--- config.mk ---
export PLATFORM = sky130hd
export DESIGN_NAME = div_unit
export DESIGN_NICKNAME = d
export VERILOG_FILES = /design/src/verilog/div_unit.sv
export VERILOG_INCLUDE_DIRS = /design/src /design/src/verilog
export SDC_FILE = /design/constraint.sdc
export NUM_CORES = 1
export LEC_CHECK = 0
export ABC_CLOCK_PERIOD_IN_PS = 6300
export BUFFER_PORTS_ARGS = -buffer_cell sky130_fd_sc_hd__buf_2
export CELL_PAD_IN_SITES_DETAIL_PLACEMENT = 0
export CELL_PAD_IN_SITES_GLOBAL_PLACEMENT = 1
export CORE_MARGIN = 2
export CORE_UTILIZATION = 38
export DETAILED_ROUTE_END_ITERATION = 12
export PLACE_DENSITY_LB_ADDON = 0.1
export SYNTH_ARGS = -nofsm -noshare
export SYNTH_HDL_FRONTEND = slang
export SYNTH_SLANG_ARGS = --single-unit
--- constraint.sdc ---
create_clock -name clk -period 6.3 [get_ports clk]
set_clock_uncertainty 0.1 [all_clocks]
set_input_delay 0.315 -clock clk [delete_from_list [all_inputs] [get_ports clk]]
set_output_delay 0.315 -clock clk [all_outputs]
set_load 0.02 [all_outputs]
--- src/verilog/ex_macros.svh ---
`ifndef EX_MACROS_SVH
`define EX_MACROS_SVH

// datapath widths
`define EX_WORD_W       32
`define EX_DWORD_W      (2 * `EX_WORD_W)
`define EX_REG_ADDR_W   5

// divider sequencing
`define EX_DIV_STEPS    32
`define EX_DIV_CNT_W    6

// reset values
`define EX_HILO_RST     {`EX_WORD_W{1'b0}}
`define EX_ACC_RST      {2'b00, {`EX_DWORD_W{1'b0}}}

`endif
--- src/verilog/div_unit.sv ---
`timescale 1ns/1ns
`default_nettype none

`include "ex_macros.svh"

module div_unit (
    input  wire                       clk,
    input  wire                       rst_n_i,
    input  wire                       start_i,
    input  wire                       signed_i,
    input  wire [`EX_WORD_W-1:0]      dividend_i,
    input  wire [`EX_WORD_W-1:0]      divisor_i,
    output logic                      ready_o,
    output logic [`EX_DWORD_W-1:0]    result_o
);

    typedef enum logic [1:0] {
        st_idle,
        st_busy,
        st_done
    } div_state_e;

    div_state_e                 state_q;
    logic [`EX_DIV_CNT_W-1:0]   cnt_q;
    logic [`EX_WORD_W-1:0]      rem_q;
    logic [`EX_WORD_W-1:0]      quo_q;
    logic [`EX_WORD_W-1:0]      dsr_q;
    logic                       q_neg;
    logic                       r_neg;
    logic [`EX_WORD_W-1:0]      dvd_abs;
    logic [`EX_WORD_W-1:0]      dsr_abs;
    logic [`EX_WORD_W:0]        rem_sh;
    logic                       sub_ok;
    logic [`EX_WORD_W-1:0]      rem_nx;
    logic [`EX_WORD_W-1:0]      quo_nx;
    logic                       last_step;
    logic                       accept;

    assign accept  = (state_q == st_idle) && start_i;
    assign dvd_abs = (signed_i && dividend_i[`EX_WORD_W-1]) ? -dividend_i : dividend_i;
    assign dsr_abs = (signed_i && divisor_i[`EX_WORD_W-1]) ? -divisor_i : divisor_i;

    // one restoring step shifts in the next dividend bit and tries a subtract
    assign rem_sh    = {rem_q, quo_q[`EX_WORD_W-1]};
    assign sub_ok    = rem_sh >= {1'b0, dsr_q};
    assign rem_nx    = sub_ok ? rem_sh[`EX_WORD_W-1:0] - dsr_q : rem_sh[`EX_WORD_W-1:0];
    assign quo_nx    = {quo_q[`EX_WORD_W-2:0], sub_ok};
    assign last_step = cnt_q == `EX_DIV_CNT_W'(`EX_DIV_STEPS - 1);
    assign ready_o   = state_q == st_done;

    always_ff @(posedge clk or negedge rst_n_i) begin
        if (!rst_n_i) begin
            state_q <= st_idle;
            cnt_q   <= '0;
        end else begin
            case (state_q)
                st_idle: begin
                    cnt_q <= '0;
                    if (start_i) begin
                        state_q <= (divisor_i == '0) ? st_done : st_busy;
                    end
                end
                st_busy: begin
                    cnt_q <= cnt_q + 1'b1;
                    if (last_step) begin
                        state_q <= st_done;
                    end
                end
                default: state_q <= st_idle;        // ready for one cycle
            endcase
        end
    end

    always_ff @(posedge clk) begin
        if (accept) begin
            rem_q    <= '0;
            quo_q    <= dvd_abs;
            dsr_q    <= dsr_abs;
            q_neg    <= signed_i & (dividend_i[`EX_WORD_W-1] ^ divisor_i[`EX_WORD_W-1]);
            r_neg    <= signed_i & dividend_i[`EX_WORD_W-1];
            result_o <= '0;                         // stays 0 for a zero divisor
        end else if (state_q == st_busy) begin
            rem_q <= rem_nx;
            quo_q <= quo_nx;
            if (last_step) begin
                result_o <= {r_neg ? -rem_nx : rem_nx, q_neg ? -quo_nx : quo_nx};
            end
        end
    end

    // one step per busy cycle then a single ready cycle
    a_ready_pulse: assert property (
        @(posedge clk) disable iff (!rst_n_i)
        accept && (divisor_i != '0) |-> ##(`EX_DIV_STEPS + 1) ready_o ##1 !ready_o
    );

    a_ready_zero: assert property (
        @(posedge clk) disable iff (!rst_n_i)
        accept && (divisor_i == '0) |=> ready_o ##1 !ready_o
    );

endmodule

`default_nettype wire

# After elaboration in Yosys (flattened, before gate mapping)
# Index checks and enable logic that the tools add are counted.
# Widths: inputs -> output; s select.
[totals] out_inout_bits=65 rom_bits=0 inputBits=68 ramBits=0 elab_cells=44 register_bits=170 latchBits=0 mem_count=0
[classes] muxes=12 n_shift=0 eq_ne=5 n_reduce_logical=9 n_div=0 add_sub_neg=6 magnitude_cmp=1 mul=0 n_bitwise=3
[op_table] cell="$mux 32" n=7
[op_table] cell="$neg 32->32" n=4
[op_table] cell="$ge 33x32->1" n=1
[op_table] cell="$logic_not 32->1" n=1
[op_table] cell="$sub 32x32->32" n=1
[op_table] cell="$pmux 6 s2" n=1
[op_table] cell="$add 6x1->6 const B" n=1
[op_table] cell="$eq 6x5->1 const B" n=1
[op_table] cell="$mux 2" n=3
[op_table] cell="$ne 2x2->1 const B" n=2
[op_table] cell="$pmux 2 s2" n=1
[op_table] cell="$reduce_and 2->1" n=2
[op_table] cell="$reduce_bool 2->1" n=2
[op_table] cell="$logic_and 1x1->1" n=3
[op_table] cell="$and 1x1->1" n=2
[op_table] cell="$eq 2x1->1 const B" n=1
[op_table] cell="$eq 2x2->1 const B" n=1
[op_table] cell="$logic_not 2->1" n=1
[op_table] cell="$xor 1x1->1" n=1

# Longest topological paths before layout
[depth] ltp_word=4 depth_mapped=23 mapped_depth_nobuf=18

# Worst setup path before layout
# Ideal clock, no wire load.
[synth_timing] path_kind="reg2reg" start="register rem_q[9]" end="register result_o[62]" arrival_time_ns=4.704 path_stages_with_launch=23 path_buffers=5 path_slack_ns=1.370 cell_sequence="dfxtp_1 ha_1 buf_6 nand4_2 nor4_1 a22oi_1 o311a_1 o21ai_2 buf_2 clkbuf_1 buf_2 buf_2 nand2_1 o21ai_0 ha_1 nand2_1 nor4_1 nor3b_1 a22oi_1 or3b_1 o41ai_2 xnor2_1 o21ai_1"
[synth_between] elab_chain_len=4 word_cells_on_any_way=5 cone_classes="add/sub (2); order compare (1); mux (2)"
[synth_rtl] item="start: declaration" line="div_unit.sv:25" source="logic [`EX_WORD_W-1:0] rem_q;"
[synth_rtl] item="start signal: assignment" line="div_unit.sv:83" source="rem_q <= rem_nx;"
[synth_rtl] item="$sub 32x32->32 / $ge 33x32->1 (equally long branches)" line="div_unit.sv:46, div_unit.sv:45"
[synth_rtl] item="$mux 32 *" line="div_unit.sv:46" source="assign rem_nx = sub_ok ? rem_sh[`EX_WORD_W-1:0] - dsr_q : rem_sh[`EX_WORD_W-1:0];"
[synth_rtl] item="$neg 32->32" line="div_unit.sv:86" source="result_o <= {r_neg ? -rem_nx : rem_nx, q_neg ? -quo_nx : quo_nx};"
[synth_rtl] item="$mux 32 *" line="div_unit.sv:86"
[synth_rtl] item="end signal: assignment" line="div_unit.sv:86"
[synth_rtl] item="end: declaration" line="div_unit.sv:14" source="output logic [`EX_DWORD_W-1:0] result_o"
# Mark *: on every way between the ends. The rest lies on a longest branch, timed or not.
# A chain may end at the register's enable or synchronous reset.

# Worst setup path after layout
[layout_timing] start="register dsr_q[11]" end="register result_o[63]"
[layout_between] elab_chain_len=4 word_cells_on_any_way=5 cone_classes="add/sub (2); order compare (1); mux (2)"
[layout_rtl] item="start: declaration" line="div_unit.sv:27" source="logic [`EX_WORD_W-1:0] dsr_q;"
[layout_rtl] item="start signal: assignment" line="div_unit.sv:78" source="dsr_q <= dsr_abs;"
[layout_rtl] item="$sub 32x32->32 / $ge 33x32->1 (equally long branches)" line="div_unit.sv:46, div_unit.sv:45"
[layout_rtl] item="$mux 32 *" line="div_unit.sv:46"
[layout_rtl] item="$neg 32->32" line="div_unit.sv:86"
[layout_rtl] item="$mux 32 *" line="div_unit.sv:86"
# Marks and branches as above.

==> metrics <==
outcome=finished clean; period utilization=85.2%; Worst-Skew Late Latency=450 ps; CTS Buf Count=17; first-pass GRT wire length=52.2 mm; XOR/XNOR Fraction of Synth Area=a little over a tenth; final WL=roughly 33 mm; I/O Buffers=about 130; Final Hold Viols=0; most common cell after layout, fill and taps aside=nand2_1; fin area=about 13000 um2; cell leakage power=about 5.2 nW; Most used DFF post-synth=dfxtp_1; Post-layout nets=1537; dpl cells=1800; sequential-to-total area share from yosys stat=between 30% and 40%; ys async rst share=about 4.7%; Hold WC Path Type=in2reg; PD cells=between 500 and 600 nW/um2; die width=177 um; startpoint types=flop; CP required=6520 ps; io pins=133; most frequent cells in the layout=nand2_1, o21ai_0, buf_2; Slew Limit Fails=0; unrepaired setup endpoints after global routing=no; Tot GR Track Use=a little over a fifth; vias per cell=5.42; Fillers=3056; Area growth, synth to finish=13.4%; Placer Congestion=0.848; CP Capture Type=flop; Post-Syn Area per Cell=between 8 and 9 um2; Simple-Gate Fraction of Synth Area=19.1%; initial DRC count=slightly above 600; Die ar.=roughly 31000 um2; TritonRoute pass-1 iters=5; Longest Clk Path Bufs=2; DRC Markers=0; antenna viol nets, final=0; CORE AREA=slightly below 30000 um2; critical-path maximum fanout=40; vias in the first global route=around 9400; via count=between 9000 and 10000; Resize count post-CTS=0; Die Y=approximately 180 um; fin cells=approximately 1800; CTS tree=done; Cells after Synth=approximately 1300; Post-synth EDFFs=66; Worst EP arrival=around 5600 ps; share of cells above drive strength 1=between 10 and 15%; mux share of post-synthesis cell area=around 1.8%; DP Area=~12000 um2; Fmax achieved=roughly 190 MHz; actual slew at the worst max-slew pin=around 950 ps; min Tclk post-route=between 5000 and 6000 ps; Final HPWL DP=~25 mm; max cap viols=0; DR WL/cell=18.0 um; CTS clock-pin slew for the worst setup and hold paths=80 ps; CP Class=reg2reg; Synth Area in Compound Gates=22.7%; row count=63; largest net degree at the start of global routing=78; initial antenna violation count=1; Worst VDD drop=about 0.26 mV; Setup TNS=0 ps; final setup violation count=0; Synth cell types=90; mapped cell area=11300 um2; H-tree lvl count=4; setup bufs post-CTS=0; Yosys warnings=0; CTS sink cnt=170; worst relative slew slack=a little under two fifths; Synth Area in Adders=4.27%; synthesized flop and latch total=170; Starting Density=slightly below 40%; clk root buf=clkbuf_16; largest family of logic cells by synthesized area=compound AO/OA/AOI/OAI gates; Post-Synthesis Net Count=around 1400; GRT overflow=0
[worst paths after layout]
kind,startpoint,to,slack (ps),cells after the start
max reg2reg,dsr_q[11]$_DFFE_PP_,result_o[63]$_SDFFE_PP0P_,930,15
min,divisor_i[29],dsr_q[29]$_DFFE_PP_,90,2
min in group asynchronous,rst_n_i,cnt_q[5]$_DFFE_PN0P_,130,2
max in group asynchronous,rst_n_i,cnt_q[0]$_DFFE_PN0P_,5790,2
max,dsr_q[11]$_DFFE_PP_,result_o[63]$_SDFFE_PP0P_,930,15
min reg2reg,result_o[30]$_SDFFE_PP0P_,result_o[30]$_SDFFE_PP0P_,350,2
[cells in the mapped netlist, types with 16 or more instances]
cell      count  area share (%)
nor3_1       33             1.5
ha_1         37             4.1
a21o_1       17             1.1
nand3_1      49             2.2
inv_1        61             2.0
dfxtp_1      96              17
clkbuf_1     51             1.7
nor2_1       95             3.1
o21ai_1      16            0.71
nand2_1     151             5.0
edfxtp_1     66              18
o21ai_0     135             6.0
xor2_1       70             5.4
a21oi_1      84             3.7
nor4_1       18            0.99
o31ai_1      23             1.5
a211oi_1     27             1.8
xnor2_1      69             5.3
[routing by layer]
metal	wire length [um]	global-route usage, %	vias up	part of all wire (%)
met2	15800	35.9	179	48
li1	-	-	5035	-
met3	1120	3.22	28	3.4
met5	0	0	-	0
met4	450	4.75	0	1.4
met1	15600	28.8	4696	47
[cell families (layout without fill, tap and decap cells)]
| kind of cell | after synthesis | count (layout) |
|---|---|---|
| AOI/OAI and AO/OA | 396 | 396 |
| xor gates and xnor gates | 140 | 140 |
| adders and majority gates | 38 | 38 |
| buffers and inverters | 136 | 238 |
| DFF | 170 | 170 |
| muxes | 20 | 20 |
| other | 0 | 1 |
| and+or+nand+nor | 442 | 442 |
[where the power goes]
group          leakage (nW)  total [mW]  internal, mW  switching, mW
registers              1.53        1.89          1.54          0.344
logic                  3.39        3.69          1.34           2.35
clock network         0.289        1.07         0.541          0.529
total                  5.21        6.64          3.42           3.22
[worst max-delay path, cell delays in order, from the launching register on]
cell      delay (ps)
edfxtp_1         350
inv_1             50
ha_1             480
nand4_2          180
nor4_1           570
a22oi_1          140
o311a_1          400
o21ai_4          210
buf_4            530
inv_2            410
nor3_2           380
a22oi_1          200
or4b_4           620
o41ai_2          350
xor2_1           170
o21ai_1           70
[timing repair]
item,4_1_cts,5_1_grt
hold endpoints to repair,9,0
hold buffers,2,0
endpoints found under the setup margin,0,0
[flip-flops by register name (all words and copies together) (netlist names)]
name	count
state_q	2
result_o	64
rem_q	32
q_neg	1
cnt_q	6
quo_q	32
dsr_q	32
r_neg	1
[metrics by stage]
step | util, % | power (mW) | worst slack [ps] | hold WS [ps]
after global routing | 43.6 | 7.17 | 624 | 81.3
after detailed placement | 41.5 | 5.59 | 1070 | 65.6
after floorplan | - | 4.61 | 1370 | -80.6
after CTS | 43.6 | 6.69 | 1060 | 72.5
after global placement | 41.5 | 5.59 | 1240 | 72.5
final | 43.6 | 6.64 | 932 | 91.1
[layout make-up]
cell class,count,area [um2],area share (%)
antenna,1,2.50,0.0195
clock buffer,18,439,3.42
clock inverter,14,155,1.21
inverter,63,236,1.84
multi-input combinational,1036,6670,51.9
sequential,170,4100,32.0
tap,390,488,3.80
timing repair buffer,143,748,5.83
Power figures use the tool's default switching activity.
