`src/verilog/ex_macros.svh`:
```
`ifndef EX_MACROS_SVH
`define EX_MACROS_SVH

// datapath widths
`define EX_WORD_W       32
`define EX_DWORD_W      (2 * `EX_WORD_W)
`define EX_REG_ADDR_W   5

// divider sequencing
`define EX_DIV_STEPS    32
`define EX_DIV_CNT_W    6

// reset values
`define EX_HILO_RST     {`EX_WORD_W{1'b0}}
`define EX_ACC_RST      {2'b00, {`EX_DWORD_W{1'b0}}}

`endif
```
`src/verilog/ex_pkg.sv`:
```
`default_nettype none

`include "ex_macros.svh"

package ex_pkg;

    typedef enum logic [5:0] {
        op_nop,
        op_or, op_and, op_xor, op_nor,
        op_sll, op_srl, op_sra,
        op_movn, op_movz, op_mfhi, op_mflo, op_mthi, op_mtlo,
        op_add, op_addu, op_sub, op_subu, op_slt, op_sltu,
        op_mul, op_clz, op_clo,
        op_mult, op_multu,
        op_madd, op_maddu, op_msub, op_msubu,
        op_div, op_divu,
        op_jal_link,
        op_lw, op_sw
    } alu_op_e;

    typedef enum logic [2:0] {
        sel_nop,
        sel_logic,
        sel_shift,
        sel_move,
        sel_arith,
        sel_link
    } alu_sel_e;

    typedef struct packed {
        alu_op_e                    aluop;
        alu_sel_e                   alusel;
        logic [`EX_WORD_W-1:0]      op1;
        logic [`EX_WORD_W-1:0]      op2;
        logic [`EX_WORD_W-1:0]      reg2;       // store data
        logic [`EX_REG_ADDR_W-1:0]  waddr;
        logic                       reg_we;
        logic [`EX_WORD_W-1:0]      link_addr;
    } ex_req_t;

    typedef struct packed {
        logic [`EX_REG_ADDR_W-1:0]  waddr;
        logic                       reg_we;
        logic [`EX_WORD_W-1:0]      res;
    } wb_req_t;

    typedef struct packed {
        alu_op_e                    aluop;
        logic [`EX_WORD_W-1:0]      addr;
        logic [`EX_WORD_W-1:0]      wdata;
    } mem_req_t;

    typedef struct packed {
        logic                       hi_we;
        logic                       lo_we;
        logic [`EX_WORD_W-1:0]      hi;
        logic [`EX_WORD_W-1:0]      lo;
    } hilo_wr_t;

    typedef struct packed {
        logic [1:0]                 cnt;        // madd cycle
        logic [`EX_DWORD_W-1:0]     temp;       // saved product
    } acc_state_t;

endpackage

`default_nettype wire

```
`src/verilog/ex_alu.sv`:
```
`timescale 1ns/1ns
`default_nettype none

`include "ex_macros.svh"

module ex_alu (
    input  wire ex_pkg::ex_req_t      req_i,
    input  wire [`EX_WORD_W-1:0]      hi_i,
    input  wire [`EX_WORD_W-1:0]      lo_i,
    output logic [`EX_WORD_W-1:0]     logic_res_o,
    output logic [`EX_WORD_W-1:0]     shift_res_o,
    output logic [`EX_WORD_W-1:0]     move_res_o,
    output logic [`EX_WORD_W-1:0]     arith_res_o,
    output logic                      ovf_o
);

    logic [4:0]              sh_cnt;
    logic [`EX_WORD_W-1:0]   sum;
    logic [`EX_WORD_W-1:0]   diff;
    logic [`EX_WORD_W-1:0]   mul_lo;
    logic                    a_neg;
    logic                    b_neg;

    // leading run of val scanning from the msb
    function automatic logic [5:0] lead_count(input logic [`EX_WORD_W-1:0] w,
                                              input logic val);
        logic [5:0] n;
        logic       run;
        n   = '0;
        run = 1'b1;
        for (int i = `EX_WORD_W - 1; i >= 0; i--) begin
            if (run && (w[i] == val)) begin
                n = n + 6'd1;
            end else begin
                run = 1'b0;
            end
        end
        return n;
    endfunction

    assign sh_cnt = req_i.op2[4:0];
    assign sum    = req_i.op1 + req_i.op2;
    assign diff   = req_i.op1 - req_i.op2;
    assign mul_lo = req_i.op1 * req_i.op2;          // low word same for signed
    assign a_neg  = req_i.op1[`EX_WORD_W-1];
    assign b_neg  = req_i.op2[`EX_WORD_W-1];

    // sign of result disagrees with operand signs
    always_comb begin
        case (req_i.aluop)
            ex_pkg::op_add: ovf_o = (~a_neg & ~b_neg & sum[`EX_WORD_W-1]) |
                                    (a_neg & b_neg & ~sum[`EX_WORD_W-1]);
            ex_pkg::op_sub: ovf_o = (~a_neg & b_neg & diff[`EX_WORD_W-1]) |
                                    (a_neg & ~b_neg & ~diff[`EX_WORD_W-1]);
            default:        ovf_o = 1'b0;
        endcase
    end

    always_comb begin
        logic_res_o = '0;
        shift_res_o = '0;
        move_res_o  = '0;
        case (req_i.aluop)
            ex_pkg::op_or:   logic_res_o = req_i.op1 | req_i.op2;
            ex_pkg::op_and:  logic_res_o = req_i.op1 & req_i.op2;
            ex_pkg::op_xor:  logic_res_o = req_i.op1 ^ req_i.op2;
            ex_pkg::op_nor:  logic_res_o = ~(req_i.op1 | req_i.op2);
            ex_pkg::op_sll:  shift_res_o = req_i.op1 << sh_cnt;
            ex_pkg::op_srl:  shift_res_o = req_i.op1 >> sh_cnt;
            ex_pkg::op_sra:  shift_res_o = $signed(req_i.op1) >>> sh_cnt;
            ex_pkg::op_movn,
            ex_pkg::op_movz: move_res_o  = req_i.op1;   // condition sits in reg_we
            ex_pkg::op_mfhi: move_res_o  = hi_i;
            ex_pkg::op_mflo: move_res_o  = lo_i;
            default: ;
        endcase
    end

    always_comb begin
        arith_res_o = '0;
        case (req_i.aluop)
            ex_pkg::op_add,
            ex_pkg::op_addu: arith_res_o = sum;
            ex_pkg::op_sub,
            ex_pkg::op_subu: arith_res_o = diff;
            ex_pkg::op_slt:  arith_res_o = {{(`EX_WORD_W-1){1'b0}},
                                            $signed(req_i.op1) < $signed(req_i.op2)};
            ex_pkg::op_sltu: arith_res_o = {{(`EX_WORD_W-1){1'b0}}, req_i.op1 < req_i.op2};
            ex_pkg::op_mul:  arith_res_o = mul_lo;
            ex_pkg::op_clz:  arith_res_o = {{(`EX_WORD_W-6){1'b0}},
                                            lead_count(req_i.op1, 1'b0)};
            ex_pkg::op_clo:  arith_res_o = {{(`EX_WORD_W-6){1'b0}},
                                            lead_count(req_i.op1, 1'b1)};
            default: ;
        endcase
    end

endmodule

`default_nettype wire

```
`config.mk`:
```
export PLATFORM = sky130hd
export DESIGN_NAME = ex_alu
export DESIGN_NICKNAME = d
export VERILOG_FILES = /design/src/verilog/ex_pkg.sv /design/src/verilog/ex_alu.sv
export VERILOG_INCLUDE_DIRS = /design/src /design/src/verilog
export SDC_FILE = /design/constraint.sdc
export NUM_CORES = 2
export LEC_CHECK = 0
export BUFFER_PORTS_ARGS = -buffer_cell sky130_fd_sc_hd__clkbuf_2
export CAP_MARGIN = 20
export CORE_UTILIZATION = 55
export DETAILED_ROUTE_END_ITERATION = 16
export PLACE_DENSITY = 0.85
export SLEW_MARGIN = 0
export SYNTH_ARGS = -nofsm -noshare
export SYNTH_HDL_FRONTEND = slang
export SYNTH_SLANG_ARGS = --single-unit
```
`constraint.sdc`:
```
create_clock -name vclk -period 32.3
set_clock_uncertainty 0.05 [all_clocks]
set_input_delay 3.23 -clock vclk [all_inputs]
set_output_delay 3.23 -clock vclk [all_outputs]
set_load 0.02 [all_outputs]
```
### Word-level counts from Yosys, hierarchy flattened

Index checks and enable logic that the tools add are counted.

* add/subtract/negate cells: 64
* multiply operators: 1
* magnitude comparators: 2
* equality and inequality tests: 20
* shift-type cells: 3
* muxes and demuxes: 255
* bitwise gates (word level): 49
* reduce and logical (&&, ||, !) cells: 65

Operator list (count)
* $mux 6: 124
* $add 6x1->6 const B: 62
* $pmux 32 s7: 1
* $pmux 32 s3: 2
* $pmux 32 s4: 1
* $mux 1: 126
* $lt 32x32->1: 2
* $logic_and 1x1->1: 62
* $eq 6x5->1 const B: 7
* $eq 6x4->1 const B: 6
* $not 1->1: 35
* $add 32x32->32: 1
* $and 32x32->32: 1
* $mul 32x32->32: 1
* $not 32->32: 1
* $or 32x32->32: 1
* $shl 32x5->32: 1
* $shr 32x5->32: 1
* $sshr 32x5->32: 1
* $sub 32x32->32: 1
* $xor 32x32->32: 1
* $eq 6x3->1 const B: 4
* $eq 6x2->1 const B: 2
* $and 1x1->1: 8
* 4 further kinds: 7

* register bits after elaboration: 0
* output and inout bits: 129
* word-level logic and storage cells: 459

### Depth between registers and ports, before layout

* word-level depth: 95
* mapped depth: 103
* gate-level depth less buffers: 102

### Worst setup path before layout

No wires, ideal clock.

* kind: input to output
* start: input req_i[133] in the netlist's numbering
* end: output arith_res_o[5]
* arrival: 20176 ps
* data required time: 29020 ps
* setup slack: 8844 ps
* stages: 97
* path buffers: 1
* cell sequence: clkbuf_1 nor2_1 ha_1 nand2_1 a21boi_0 ha_1 mux2i_1 o21ai_0 ha_1 mux2_2 ha_1 mux2_2 a21oi_1 o21ai_0 ha_1 nor2_1 nor2_1 ha_1 (+61 left out) nor2_1 a31oi_1 ha_1 mux2_2 ha_1 mux2_2 ha_1 nor2b_1 xor2_1 nand2_1 xor2_1 nor2_1 nand2_1 and3b_1 mux2i_1 xnor2_1 xnor2_1 o211ai_1

* longest elaborated chain between the ends: 95
* elaborated cells on any way between the ends: 375
* classes of those cells: add/sub: 62; mux: 251; reduce/logical: 62

Ends and longest elaborated chain
* start: declaration: RTL line ex_alu.sv:7 `input wire ex_pkg::ex_req_t req_i,`
* $mux 1: RTL line ex_alu.sv:32 `if (run && (w[i] == val)) begin`
* $mux 6 / $mux 1 (equally long branches): RTL line ex_alu.sv:81 `case (req_i.aluop)`
* $add 6x1->6 / $logic_and 1x1->1 (equally long branches): RTL line ex_alu.sv:33, ex_alu.sv:32
* $mux 6 / $mux 1 (equally long branches): RTL line ex_alu.sv:32
* $mux 6 / $mux 1 (equally long branches): RTL line ex_alu.sv:81
* $add 6x1->6 / $logic_and 1x1->1 (equally long branches): RTL line ex_alu.sv:33, ex_alu.sv:32
* $mux 6 / $mux 1 (equally long branches): RTL line ex_alu.sv:32
* $mux 6 / $mux 1 (equally long branches): RTL line ex_alu.sv:81
* (+79 left out)
* $mux 6 / $mux 1 (equally long branches): RTL line ex_alu.sv:32
* $mux 6 / $mux 1 (equally long branches): RTL line ex_alu.sv:81
* $add 6x1->6 / $logic_and 1x1->1 (equally long branches): RTL line ex_alu.sv:33, ex_alu.sv:32
* $mux 6 / $mux 1 (equally long branches): RTL line ex_alu.sv:32
* $mux 6 / $mux 1 (equally long branches): RTL line ex_alu.sv:81
* $add 6x1->6 / $logic_and 1x1->1 (equally long branches): RTL line ex_alu.sv:33, ex_alu.sv:32
* $mux 6: RTL line ex_alu.sv:32
* $pmux 32 s7 *: RTL line ex_alu.sv:81
* end: declaration: RTL line ex_alu.sv:13 `` output logic [`EX_WORD_W-1:0] arith_res_o, ``

Mark *: on every way between the ends. The rest lies on a longest branch, timed or not. The select of a mux whose other input is x is not followed.

### Final worst setup path

* start: input req_i[133] in the netlist's numbering
* end: output arith_res_o[4]

The elaborated chain is that of the path after synthesis.

==> summary.txt <==
Timing
  • Fmax: 37.72 MHz
  • Final min period: 26,510 ps
  • Final setup fails: 0
  • Hold Vio Cnt, Final: 0
  • WHS: 6728 ps
  • Setup TNS Final: 0 ps
  • RSZ-0062 raised after global routing: no
  • Slew HR: between 20% and 30%
  • Tcrit/Tclk final: 82.07%
  • Measured slew at the worst slew-check pin: 1175 ps
  • Pins Over Slew Limit: 0

Synth
  • Netlist cell types: 104
  • Syn. warnings: 0
  • Mapped Cells: 4,199
  • Mean Syn Cell Area: 7.245 µm²
  • Synth Cell Area: 30,420 µm²
  • Sequential share of the synthesized area: 0%
  • Syn_nets: about 5,000

Cells and area
  • Area Growth Syn to Fin: 5.721%
  • Fraction of layout cells with a size suffix above 1: between 10% and 20%
  • Final #Nets: 5,180
  • # clk buffers: 0
  • Register area: 0 µm²
  • Finished Layout Cells: 4,980
  • Num sequential: 0

Routing
  • Starting DRT DRC Count: 4,512
  • Via density: 6.386
  • WL per Instance: 23.69 µm
  • Antenna Nets Post-Route: 0
  • DRC: 0
  • DRT Wirelength: 118,000 µm
  • Initial DRT Pass Iterations: 9
  • Vias: roughly 32,000

Die
  • Num ports: 336
  • Die ar.: 56,260 µm²
  • Row cnt: 85
  • Core area: about 54,000 µm²
  • Initial Utilization: 56.09%
  • Die Wd: between 200 and 250 µm
  • Die Y: about 240 µm

Worst setup path
  • Critical Path AT: 23,230 ps
  • CP startpoint kind: input pin
  • Worst Path Required: 29,020 ps
  • Crit path buf inv count: 7
  • Critical Path Source: req_i[133]
  • CP endpoint: arith_res_o[4]
  • Crit path largest cell delay: 450 ps
  • CP top delay family: adder cells
  • Most frequent CP cell: ha_1
  • CP Class: in2out
  • Critical path depth: 104
  • Worst path slowest cell: a21oi_1
  • Critical-path maximum fanout: 16
  • Crit end category: output pin

Placed design
  • Inst Count DP: 4,978
  • RePlAce Congestion: 1.019
  • I/O Buffers: around 260
  • DPL Wire Length: 87,290 µm

Hold path
  • Hold Path Origin: lo_i[2]
  • Hold crit path type: in2out

Flow run
  • Max_cap viols: 0

Clock network
  • CTS resizes: 0
  • Post-CTS Setup Bufs: 0
  • Hold_buf cts: 0

Global route
  • First-pass GRT wire length: 178,200 µm
  • Vias in the first global route: 30,594
  • Overall routing resource usage: 41.49%
  • Largest net degree at the start of global routing: 62
  • Remaining Overflow, GRT: 0
  • Initial antenna violation count: 8

Outcome
  • Status: finished, final reports clean
==> area by class of cell <==
class / instances / area, µm²
well taps: 696 / 870.8
repair buffers: 329 / 1814
diodes: 2 / 5.005
fillers: 4926 / 22080
inverters: 667 / 2505
multi-input cells: 3286 / 26970
==> how the worst min path moves through the flow <==
| stage | endpoint | slack, ps | cells after the start |
|---|---|---|---|
| after global placement | move_res_o[25] | 6730 | 4 |
| final | move_res_o[2] | 6730 | 4 |
| after CTS | move_res_o[25] | 6730 | 4 |
| after global routing | move_res_o[25] | 6740 | 4 |
| after detailed placement | move_res_o[25] | 6730 | 4 |
| after floorplan | move_res_o[0] | 6580 | 2 |
==> placed cells by master, fill, tap and decap left out, types with 25 or more instances in the layout <==
master and n:
a211oi_1 25, a21o_1 30, a21oi_1 194, a221o_1 40
a31oi_1 34, buf_4 67, clkbuf_2 261, fa_1 410
ha_1 279, inv_1 646, mux2i_1 112, nand2_1 680
nand3_1 71, nor2_1 402, nor2b_1 31, nor3_1 58
o211ai_1 27, o21ai_0 235, o22ai_1 52, xnor2_1 130
xor2_1 59
==> metrics by stage <==
step           instance area [µm²]  utilization [%]  worst slack (ps)
4_1_cts                      32160            59.29              6271
5_1_grt                      32160            59.29              4336
2_1_floorplan                30420                -              8844
3_3_place_gp                 32150            59.27              6577
6_report                     32160            59.30              5791
3_5_place_dp                 32160            59.29              6351
==> metal layers <==
layer  global-route usage, %  vias to the layer above  share of wire (%)
met1                   51.69                    14895                 35
met2                   61.84                     2360                 41
li1                        -                    13930                  -
met5                  0.3463                        -              0.087
met4                   24.89                       14                8.2
met3                   14.41                      602                 15
==> synthesized netlist by cell type, drive strengths merged (26+ instances only) <==
cell type  count  share of area [%]
xnor2        142                4.4
clkbuf       187                2.3
a211oi        26               0.66
a21o          30               0.74
buf           59               0.87
nand2        681                8.4
o21ai        240                3.9
xor2          63                1.9
nor2         406                5.1
inv          652                8.0
nand3         72                1.2
o211ai        28               0.71
mux2i        113                3.7
o22ai         52                1.1
a221o         40                1.3
ha           279                 11
a21oi        194                3.2
nor3          62                1.1
fa           410                 27
a31oi         34               0.70
nor2b         32               0.67
==> kinds of logic (layout without fill, tap and decap cells) <==
group	after synthesis	count (layout)	synth area share (%)
buffers and inverters	913	996	11.41
AOI/OAI and AO/OA	827	827	17.60
muxes	142	142	5.001
adders and majority gates	689	689	38.46
other	0	2	0
and+or+nand+nor	1410	1410	20.21
xor gates and xnor gates	218	218	7.321
==> tightest hold or removal path, cell delays in order <==
cell and delay [ps]:
clkbuf_2 80, nand2_1 40, a21oi_1 50, clkbuf_2 150
